$ cat src/verilog/mode_sweep_pkg.sv
`default_nettype none

package mode_sweep_pkg;

    ////////////////////////////////////////////////////////////
    // Data format and lane geometry
    ////////////////////////////////////////////////////////////

    // Q8.8 signed samples and coefficients
    localparam int WIDTH     = 16;
    localparam int FRAC_W    = 8;

    localparam int LANES     = 2;
    localparam int INTERVALS = 8;

    // Histogram counters and step count
    localparam int CNT_W     = 16;

    ////////////////////////////////////////////////////////////
    // Shared word types
    ////////////////////////////////////////////////////////////

    typedef logic signed [WIDTH-1:0] data_t;
    typedef data_t [LANES-1:0]       lane_data_t;
    typedef logic [INTERVALS-1:0]    onehot_t;
    typedef logic [CNT_W-1:0]        cnt_t;

    // Sweep sequencing
    typedef enum logic [2:0] {
        IDLE,
        CLEAR,
        RUN,
        DRAIN,
        DONE
    } sweep_state_e;

endpackage

`default_nettype wire
$ cat src/verilog/lane_stage_if.sv
`timescale 1ns/1ps
`default_nettype none

// Registered stage-1 bundle of one lane
interface lane_stage_if import mode_sweep_pkg::*; ();

    logic    valid;
    onehot_t interval;
    data_t   sample;
    data_t   a_acc;
    data_t   a_pos;
    data_t   b_acc;
    data_t   b_pos;

    // Classifier side
    modport src (
        output valid, interval, sample, a_acc, a_pos, b_acc, b_pos
    );

    // Histogram and coefficient side
    modport dst (
        input valid, interval, sample, a_acc, a_pos, b_acc, b_pos
    );

endinterface

`default_nettype wire

$ cat src/verilog/mode_sweep_top.sv
`timescale 1ns/1ps
`default_nettype none

module mode_sweep_top import mode_sweep_pkg::*; #(
    parameter int INTERVALS = mode_sweep_pkg::INTERVALS,
    parameter int CNT_W     = mode_sweep_pkg::CNT_W
) (
    input  wire logic                       CLK_i,
    input  wire logic                       RST_i,
    input  wire logic                       start_i,
    input  wire logic [CNT_W-1:0]           j_size_i,
    input  wire logic                       sample_valid_i,
    input  wire lane_data_t                 s_i,
    input  wire lane_data_t                 a_acc_i,
    input  wire lane_data_t                 a_pos_i,
    input  wire lane_data_t                 b_acc_i,
    input  wire lane_data_t                 b_pos_i,
    output logic                            out_valid_o,
    output logic [LANES-1:0][INTERVALS-1:0] interval_o,
    output lane_data_t                      alpha_o,
    output lane_data_t                      beta_o,
    output lane_data_t                      alpha_s_o,
    output logic [LANES-1:0]                u_add_o,
    output logic [LANES-1:0][INTERVALS-1:0] mode_o,
    output logic [LANES-1:0][CNT_W-1:0]     max_cnt_o,
    output logic                            busy_o,
    output logic                            done_o
);

    logic                            clear;
    logic                            accept;
    logic                            load;
    logic                            last;
    logic                            zero_size;
    logic                            upd;
    logic [LANES-1:0][CNT_W-1:0]     new_cnt;
    logic [LANES-1:0][INTERVALS-1:0] stage_interval;

    lane_stage_if u_stage [LANES] ();

    ////////////////////////////////////////////////////////////
    // Sequencing
    ////////////////////////////////////////////////////////////

    // j_size is taken with a start that the FSM will honour
    assign load = start_i && !busy_o;

    sweep_fsm u_sweep_fsm (
        .CLK_i          (CLK_i),
        .RST_i          (RST_i),
        .start_i        (start_i),
        .sample_valid_i (sample_valid_i),
        .last_i         (last),
        .zero_size_i    (zero_size),
        .clear_o        (clear),
        .accept_o       (accept),
        .busy_o         (busy_o),
        .done_o         (done_o)
    );

    step_timer #(.CNT_W(CNT_W)) u_step_timer (
        .CLK_i       (CLK_i),
        .RST_i       (RST_i),
        .load_i      (load),
        .tick_i      (accept),
        .j_size_i    (j_size_i),
        .last_o      (last),
        .zero_size_o (zero_size)
    );

    ////////////////////////////////////////////////////////////
    // Lane datapath
    ////////////////////////////////////////////////////////////

    interval_classifier #(.INTERVALS(INTERVALS)) u_classifier (
        .CLK_i    (CLK_i),
        .RST_i    (RST_i),
        .accept_i (accept),
        .s_i      (s_i),
        .a_acc_i  (a_acc_i),
        .a_pos_i  (a_pos_i),
        .b_acc_i  (b_acc_i),
        .b_pos_i  (b_pos_i),
        .stage_o  (u_stage)
    );

    interval_histogram #(.INTERVALS(INTERVALS), .CNT_W(CNT_W)) u_histogram (
        .CLK_i     (CLK_i),
        .RST_i     (RST_i),
        .clear_i   (clear),
        .stage_i   (u_stage),
        .new_cnt_o (new_cnt),
        .upd_o     (upd)
    );

    for (genvar i = 0; i < LANES; i++) begin : g_interval
        assign stage_interval[i] = u_stage[i].interval;
    end

    mode_tracker #(.INTERVALS(INTERVALS), .CNT_W(CNT_W)) u_mode_tracker (
        .CLK_i      (CLK_i),
        .RST_i      (RST_i),
        .clear_i    (clear),
        .upd_i      (upd),
        .interval_i (stage_interval),
        .new_cnt_i  (new_cnt),
        .mode_o     (mode_o),
        .max_cnt_o  (max_cnt_o),
        .u_add_o    (u_add_o)
    );

    coef_datapath #(.INTERVALS(INTERVALS)) u_coef_datapath (
        .CLK_i       (CLK_i),
        .RST_i       (RST_i),
        .stage_i     (u_stage),
        .mode_i      (mode_o),
        .alpha_o     (alpha_o),
        .beta_o      (beta_o),
        .alpha_s_o   (alpha_s_o),
        .interval_o  (interval_o),
        .out_valid_o (out_valid_o)
    );

endmodule

`default_nettype wire

$ cat src/verilog/sweep_fsm.sv
`timescale 1ns/1ps
`default_nettype none

module sweep_fsm import mode_sweep_pkg::*; (
    input  wire logic CLK_i,
    input  wire logic RST_i,
    input  wire logic start_i,
    input  wire logic sample_valid_i,
    input  wire logic last_i,
    input  wire logic zero_size_i,
    output logic      clear_o,
    output logic      accept_o,
    output logic      busy_o,
    output logic      done_o
);

    sweep_state_e state_q;
    sweep_state_e state_d;
    // Second drain cycle
    logic         drain_q;

    ////////////////////////////////////////////////////////////
    // Next state
    ////////////////////////////////////////////////////////////

    always_comb begin
        state_d = state_q;
        unique case (state_q)
            IDLE, DONE: begin
                if (start_i) state_d = CLEAR;
            end
            CLEAR: begin
                // Empty run skips straight to drain
                state_d = zero_size_i ? DRAIN : RUN;
            end
            RUN: begin
                if (last_i) state_d = DRAIN;
            end
            DRAIN: begin
                if (drain_q) state_d = DONE;
            end
            default: state_d = IDLE;
        endcase
    end

    always_ff @(posedge CLK_i) begin
        if (RST_i) begin
            state_q <= IDLE;
            drain_q <= 1'b0;
        end else begin
            state_q <= state_d;
            drain_q <= (state_q == DRAIN) && !drain_q;
        end
    end

    assign clear_o  = state_q == CLEAR;
    assign accept_o = (state_q == RUN) && sample_valid_i;
    assign busy_o   = (state_q == CLEAR) || (state_q == RUN) || (state_q == DRAIN);
    assign done_o   = state_q == DONE;

endmodule

`default_nettype wire

$ cat src/verilog/step_timer.sv
`timescale 1ns/1ps
`default_nettype none

module step_timer import mode_sweep_pkg::*; #(
    parameter int CNT_W = mode_sweep_pkg::CNT_W
) (
    input  wire logic             CLK_i,
    input  wire logic             RST_i,
    input  wire logic             load_i,
    input  wire logic             tick_i,
    input  wire logic [CNT_W-1:0] j_size_i,
    output logic                  last_o,
    output logic                  zero_size_o
);

    logic [CNT_W-1:0] size_q;
    logic [CNT_W-1:0] step_q;

    always_ff @(posedge CLK_i) begin
        if (RST_i) begin
            size_q <= '0;
            step_q <= '0;
        end else if (load_i) begin
            size_q <= j_size_i;
            step_q <= '0;
        end else if (tick_i) begin
            step_q <= step_q + 1'b1;
        end
    end

    // Tick that completes the run
    assign last_o      = tick_i && (step_q + 1'b1 == size_q);
    assign zero_size_o = size_q == '0;

    a_no_overrun: assert property (@(posedge CLK_i) disable iff (RST_i)
        tick_i |-> (step_q < size_q));

endmodule

`default_nettype wire

$ cat src/verilog/coef_datapath.sv
`timescale 1ns/1ps
`default_nettype none

module coef_datapath import mode_sweep_pkg::*; #(
    parameter int INTERVALS = mode_sweep_pkg::INTERVALS
) (
    input  wire logic                            CLK_i,
    input  wire logic                            RST_i,
    lane_stage_if.dst                            stage_i [LANES],
    input  wire logic [LANES-1:0][INTERVALS-1:0] mode_i,
    output lane_data_t                           alpha_o,
    output lane_data_t                           beta_o,
    output lane_data_t                           alpha_s_o,
    output logic [LANES-1:0][INTERVALS-1:0]      interval_o,
    output logic                                 out_valid_o
);

    always_ff @(posedge CLK_i) begin
        if (RST_i) begin
            out_valid_o <= 1'b0;
        end else begin
            out_valid_o <= stage_i[0].valid;
        end
    end

    for (genvar i = 0; i < LANES; i++) begin : g_lane
        data_t                       alpha_d;
        data_t                       beta_d;
        logic signed [2*WIDTH-1:0]   prod;
        logic                        mode_hit;
        data_t                       alpha_q;
        data_t                       beta_q;
        data_t                       alpha_s_q;
        logic [INTERVALS-1:0]        interval_q;

        // Wrapping Q8.8 differences
        assign alpha_d = stage_i[i].a_acc - stage_i[i].a_pos;
        assign beta_d  = stage_i[i].b_acc - stage_i[i].b_pos;

        // Q16.16 product, back to Q8.8 by truncation
        assign prod = alpha_d * stage_i[i].sample;

        // Mode as it stood before this sample
        assign mode_hit = stage_i[i].interval == mode_i[i];

        always_ff @(posedge CLK_i) begin
            if (stage_i[i].valid) begin
                alpha_q    <= mode_hit ? '0 : alpha_d;
                beta_q     <= mode_hit ? '0 : beta_d;
                alpha_s_q  <= mode_hit ? '0 : prod[WIDTH+FRAC_W-1:FRAC_W];
                interval_q <= stage_i[i].interval;
            end
        end

        assign alpha_o[i]    = alpha_q;
        assign beta_o[i]     = beta_q;
        assign alpha_s_o[i]  = alpha_s_q;
        assign interval_o[i] = interval_q;
    end

endmodule

`default_nettype wire

$ cat src/verilog/mode_tracker.sv
`timescale 1ns/1ps
`default_nettype none

module mode_tracker import mode_sweep_pkg::*; #(
    parameter int INTERVALS = mode_sweep_pkg::INTERVALS,
    parameter int CNT_W     = mode_sweep_pkg::CNT_W
) (
    input  wire logic                            CLK_i,
    input  wire logic                            RST_i,
    input  wire logic                            clear_i,
    input  wire logic                            upd_i,
    input  wire logic [LANES-1:0][INTERVALS-1:0] interval_i,
    input  wire logic [LANES-1:0][CNT_W-1:0]     new_cnt_i,
    output logic [LANES-1:0][INTERVALS-1:0]      mode_o,
    output logic [LANES-1:0][CNT_W-1:0]          max_cnt_o,
    output logic [LANES-1:0]                     u_add_o
);

    logic [LANES-1:0][INTERVALS-1:0] mode_q;
    logic [LANES-1:0][CNT_W-1:0]     max_q;
    logic [LANES-1:0]                u_add_q;
    logic [LANES-1:0]                hit;

    // Strictly greater, so a tie keeps the older mode
    always_comb begin
        for (int l = 0; l < LANES; l++) begin
            hit[l] = new_cnt_i[l] > max_q[l];
        end
    end

    always_ff @(posedge CLK_i) begin
        if (RST_i || clear_i) begin
            mode_q <= '0;
            max_q  <= '0;
        end else if (upd_i) begin
            for (int l = 0; l < LANES; l++) begin
                if (hit[l]) begin
                    mode_q[l] <= interval_i[l];
                    max_q[l]  <= new_cnt_i[l];
                end
            end
        end
    end

    // Pulses with the output edge only
    always_ff @(posedge CLK_i) begin
        if (RST_i) begin
            u_add_q <= '0;
        end else begin
            u_add_q <= upd_i ? hit : '0;
        end
    end

    assign mode_o    = mode_q;
    assign max_cnt_o = max_q;
    assign u_add_o   = u_add_q;

endmodule

`default_nettype wire

$ cat src/verilog/interval_histogram.sv
`timescale 1ns/1ps
`default_nettype none

module interval_histogram import mode_sweep_pkg::*; #(
    parameter int INTERVALS = mode_sweep_pkg::INTERVALS,
    parameter int CNT_W     = mode_sweep_pkg::CNT_W
) (
    input  wire logic                        CLK_i,
    input  wire logic                        RST_i,
    input  wire logic                        clear_i,
    lane_stage_if.dst                        stage_i [LANES],
    output logic [LANES-1:0][CNT_W-1:0]      new_cnt_o,
    output logic                             upd_o
);

    // Both lanes share one strobe
    assign upd_o = stage_i[0].valid;

    for (genvar i = 0; i < LANES; i++) begin : g_lane
        logic [CNT_W-1:0] cnt_q [INTERVALS];
        logic [CNT_W-1:0] sel_cnt;

        ////////////////////////////////////////////////////////////
        // Counter select and increment
        ////////////////////////////////////////////////////////////

        always_comb begin
            sel_cnt = '0;
            for (int n = 0; n < INTERVALS; n++) begin
                if (stage_i[i].interval[n]) begin
                    sel_cnt = cnt_q[n];
                end
            end
        end

        // Seen by the tracker before the write-back edge
        assign new_cnt_o[i] = sel_cnt + 1'b1;

        ////////////////////////////////////////////////////////////
        // Write-back
        ////////////////////////////////////////////////////////////

        always_ff @(posedge CLK_i) begin
            if (RST_i || clear_i) begin
                for (int n = 0; n < INTERVALS; n++) begin
                    cnt_q[n] <= '0;
                end
            end else if (stage_i[i].valid) begin
                for (int n = 0; n < INTERVALS; n++) begin
                    if (stage_i[i].interval[n]) begin
                        cnt_q[n] <= new_cnt_o[i];
                    end
                end
            end
        end

        a_no_wrap: assert property (@(posedge CLK_i) disable iff (RST_i)
            stage_i[i].valid |-> (sel_cnt != {CNT_W{1'b1}}));
    end

endmodule

`default_nettype wire

$ cat src/verilog/interval_classifier.sv
`timescale 1ns/1ps
`default_nettype none

module interval_classifier import mode_sweep_pkg::*; #(
    parameter int INTERVALS = mode_sweep_pkg::INTERVALS
) (
    input  wire logic       CLK_i,
    input  wire logic       RST_i,
    input  wire logic       accept_i,
    input  wire lane_data_t s_i,
    input  wire lane_data_t a_acc_i,
    input  wire lane_data_t a_pos_i,
    input  wire lane_data_t b_acc_i,
    input  wire lane_data_t b_pos_i,
    lane_stage_if.src       stage_o [LANES]
);

    for (genvar i = 0; i < LANES; i++) begin : g_lane
        logic [INTERVALS-1:0] onehot;
        int                   k;

        // Integer part of the sample, centred on the middle interval
        always_comb begin
            k = int'($signed(s_i[i]) >>> FRAC_W) + INTERVALS / 2;
            onehot = '0;
            if (k < 0) begin
                onehot[0] = 1'b1;
            end else if (k > INTERVALS - 1) begin
                onehot[INTERVALS-1] = 1'b1;
            end else begin
                onehot[k] = 1'b1;
            end
        end

        always_ff @(posedge CLK_i) begin
            if (RST_i) begin
                stage_o[i].valid <= 1'b0;
            end else begin
                stage_o[i].valid <= accept_i;
            end
        end

        // Payload follows the strobe
        always_ff @(posedge CLK_i) begin
            stage_o[i].interval <= onehot;
            stage_o[i].sample   <= s_i[i];
            stage_o[i].a_acc    <= a_acc_i[i];
            stage_o[i].a_pos    <= a_pos_i[i];
            stage_o[i].b_acc    <= b_acc_i[i];
            stage_o[i].b_pos    <= b_pos_i[i];
        end

        a_onehot: assert property (@(posedge CLK_i) disable iff (RST_i)
            stage_o[i].valid |-> $onehot(stage_o[i].interval));
    end

endmodule

`default_nettype wire

$ cat config.mk
export PLATFORM = sky130hd
export DESIGN_NAME = mode_sweep_top
export DESIGN_NICKNAME = d
export VERILOG_FILES = /design/src/verilog/mode_sweep_pkg.sv /design/src/verilog/lane_stage_if.sv /design/src/verilog/mode_sweep_top.sv /design/src/verilog/sweep_fsm.sv /design/src/verilog/step_timer.sv /design/src/verilog/coef_datapath.sv /design/src/verilog/mode_tracker.sv /design/src/verilog/interval_histogram.sv /design/src/verilog/interval_classifier.sv
export SDC_FILE = /design/constraint.sdc
export NUM_CORES = 2
export LEC_CHECK = 0
export ABC_AREA = 1
export BUFFER_PORTS_ARGS = -buffer_cell sky130_fd_sc_hd__buf_2
export CAP_MARGIN = 20
export CORE_MARGIN = 4
export CORE_UTILIZATION = 45
export DETAILED_ROUTE_END_ITERATION = 10
export HOLD_SLACK_MARGIN = 0.03
export SLEW_MARGIN = 20
export SYNTH_ARGS = -nofsm -noshare
export SYNTH_HDL_FRONTEND = slang
export SYNTH_SLANG_ARGS = --single-unit
$ cat constraint.sdc
create_clock -name CLK_i -period 14.4 [get_ports CLK_i]
set_clock_uncertainty 0.1 [all_clocks]
set_input_delay 2.16 -clock CLK_i [delete_from_list [all_inputs] [get_ports CLK_i]]
set_output_delay 2.16 -clock CLK_i [all_outputs]
set_load 0.01 [all_outputs]
==> run_results.csv <==
group,metric,value,unit
placement,place_ws,6.392,ns
setup_path,arrival,8.48,ns
layout,drive_gt1_share,12.67,%
placement,port_buffers,344,
logic_synthesis,yosys-top-cells-area,"edfxtp_1 (26%), fa_1 (18%), dfxtp_1 (12%)",
sta,max_freq,123.7,MHz
layout,nNetsFinal,5866,
setup_path,startpoint_type,"flip-flop",
detailed_routing,drtAntennaViolNets,0,
floorplanning,die_x,316.1,µm
floorplanning,dieArea,99930,µm²
detailed_routing,drtIter0Drc,2365,
clock_tree,insertion_delay,0.66,ns
sta,worst_hold_slack,0.3815,ns
logic_synthesis,yosysWarnings,0,
logic_synthesis,ys_seq_elements,632,
sta,tns,0,ns
global_routing,grt_pass1_vias,32787,
layout,instances_no_fill,6389,
floorplanning,start_util,45.57,%
clock_tree,cts_sinks,632,
clock_tree,clock-root-buffer,"clkbuf_16",
sta,relSlewSlack,25.35,%
setup_path,endpoint,"u_coef_datapath.g_lane[0].alpha_s_q[14]$_SDFFCE_PN0P_",
outcome,status,"complete, no violations",
sta,worst_pin_slew,1.112,ns
logic_synthesis,synth_edf_count,368,
clock_tree,post-cts-setup-buffers,0,
setup_path,cp_data_required_time,14.80,ns
placement,place.gp.congestion,0.9041,
clock_tree,cts_tree,"yes",
logic_synthesis,synth_top_area_share,25.87,%
global_routing,antenna_found_initial,8,
clock_tree,clock_tree.buffer_depth,3,
floorplanning,io_pins,345,
setup_path,crit_slowest_cell,"xnor2_1",
detailed_routing,drc,0,
setup_path,max_stage_delay,0.72,ns
placement,dpl.cell_count,6249,
global_routing,grt_usage,23.08,%
global_routing,grt_max_degree,60,
setup_path,r2r-start,"u_classifier.stage_o[0].a_acc[0]$_DFF_P_",
clock_tree,cts_buffers,74,
floorplanning,die_h,316.1,µm
logic_synthesis,yosysMostFrequentCell,"inv_1",
setup_path,cpMostUsedCell,"inv_1",
detailed_routing,firstDrtPassIters,6,
clock_tree,cts_resized,0,
detailed_routing,vias_per_cell,5.070,
global_routing,grt_pass1_wl,180.7,mm
setup_path,timing.rr.end,"u_coef_datapath.g_lane[0].alpha_s_q[14]$_SDFFCE_PN0P_",
logic_synthesis,syn_inst,4762,
logic_synthesis,synthTopCellsByCount,"inv_1 (908), nand2_1 (756), nor2_1 (651)",
setup_path,path_max_fanout,10,
clock_tree,cts_hold_buf,0,
logic_synthesis,synth_nets,5557,
logic_synthesis,synth_top_area_cell,"edfxtp_1",
sta,min_period,8.084,ns
sta,finalHoldViolCount,0,
setup_path,rrSetupSlack,6.32,ns
detailed_routing,drt-total-wl,114.5,mm
worst_hold_path,worstHoldPathType,"flip-flop to flip-flop",
detailed_routing,wl_per_cell,17.92,µm
logic_synthesis,synth-main-ff-cell,"edfxtp_1",
clock_tree,htreeDepth,3,
floorplanning,fp-row-count,112,
sta,post-route-period-util,56.14,%
logic_synthesis,ys_types,67,
setup_path,critPathCaptureType,"flip-flop",
sta,rsz0062_at_grt,"no",
sta,drv_slew,0,
setup_path,crit_path_start,"u_classifier.stage_o[0].a_acc[0]$_DFF_P_",
logic_synthesis,synth-seq-area-share,38.24,%
logic_synthesis,async_reset_ff_share,0,%
placement,dp_hpwl,85.83,mm
floorplanning,core-area,93750,µm²
sta,setup_viol,0,
clock_tree,clkSlewWorstSetupHoldPaths,0.06,ns
run,cap_viol_max_count,0,
worst_hold_path,worstHoldStart,"u_mode_tracker.max_cnt_o[1]$_SDFFE_PN0P_",
setup_path,r2r_cells,33,
logic_synthesis,syn_area,42720,µm²
sta,timing.final.ws_setup,6.316,ns
detailed_routing,num_vias,32392,
logic_synthesis,synth.avg_cell_area,8.971,µm²
layout,syn_to_final_growth,12.48,%
setup_path,worstSetupPathType,"flip-flop to flip-flop",
global_routing,gr-total-overflow,0,
-- placed cells by master (no fill, tap or decap), types with 10 or more instances in the layout --
cell type and count:
dfxtp_1 263, ha_1 239, or2_2 11, clkinv_1 17, xnor2_1 32, clkbuf_16 78, o21ai_0 162, inv_2 17
nand4_1 39, inv_1 907, nand2_1 756, nand3_1 128, xor2_1 49, buf_4 33, nor3_1 27, clkbuf_8 10
nand2_2 42, o21ai_1 49, buf_2 344, o21a_1 12, fa_1 376, o211ai_1 59, nor2_2 19, a21oi_1 254
o21ai_2 10, clkbuf_1 16, nor2_1 650, edfxtp_1 368, a211oi_1 12
-- cells by family (layout without fill, tap and decap cells) --
logic type / after synthesis / count (layout) / share of synthesized area, %
compound gates: 623 / 623 / 8.505
flops: 632 / 632 / 38.24
xor+xnor: 88 / 88 / 1.953
other cells: 0 / 4 / 0
simple gates: 1723 / 1723 / 16.85
buf+inv: 1081 / 1450 / 9.840
fa+ha+maj: 615 / 615 / 24.62
-- through the flow --
stage | utilization (%) | area (µm²)
floorplan | - | 42720
global placement | 48.63 | 45590
detailed placement | 48.63 | 45590
CTS | 51.25 | 48040
global route | 51.25 | 48040
finish | 51.26 | 48050
-- registers in the layout, summed over array words and instances, names as in the netlist, 32 cells and up --
signal                            cells
u_coef_datapath.g_lane.alpha_q       32
u_mode_tracker.max_cnt_o             32
u_classifier.stage_o.sample          32
u_classifier.stage_o.a_pos           32
u_classifier.stage_o.a_acc           32
u_histogram.g_lane.cnt_q            256
u_coef_datapath.g_lane.beta_q        32
u_coef_datapath.g_lane.alpha_s_q     32
u_classifier.stage_o.b_acc           32
u_classifier.stage_o.b_pos           32
-- critical path: cells and delay by family, from the launching register on --
| kind | cells | cell delay [ns] |
|---|---|---|
| XOR/XNOR | 1 | 0.72 |
| adder cells (fa/ha/maj) | 9 | 3.71 |
| buffers and inverters | 9 | 0.86 |
| flip-flops | 1 | 0.31 |
| AO/OA/AOI/OAI | 7 | 1.32 |
| AND/OR/NAND/NOR | 7 | 0.87 |
-- how the worst min path moves through the flow --
stage	end	slack (ns)	cells past startpoint
final	u_mode_tracker.max_cnt_o[1]$_SDFFE_PN0P_	0.38	2
after global routing	u_mode_tracker.max_cnt_o[1]$_SDFFE_PN0P_	0.42	2
after CTS	u_mode_tracker.max_cnt_o[1]$_SDFFE_PN0P_	0.38	2
after detailed placement	u_mode_tracker.max_cnt_o[1]$_SDFFE_PN0P_	0.37	2
after global placement	u_mode_tracker.max_cnt_o[17]$_SDFFE_PN0P_	0.38	2
after floorplan	u_coef_datapath.g_lane[0].interval_q[3]$_DFFE_PP_	0.30	0
-- cell type report --
| type | instances | area, µm² |
|---|---|---|
| inverters | 937 | 3520 |
| diodes | 4 | 10.01 |
| clock inverters | 28 | 279.0 |
| well taps | 1254 | 1569 |
| fillers | 8810 | 45700 |
| flip-flops and latches | 632 | 16340 |
| multi-input cells | 3049 | 22190 |
| clock buffers | 108 | 2175 |
| repair buffers | 377 | 1969 |
-- routing by layer --
layer  track usage (%)  vias to the layer above  wire length, µm
met1             32.62                    15651            51460
met3             4.202                      166             8709
met5                 0                        -               26
met4             6.009                        4             2478
li1                  -                    15600                -
met2             36.89                      971            51790
Power is not shown: default switching activity piles up to over one toggle a cycle in this logic, so the estimate is an artifact.
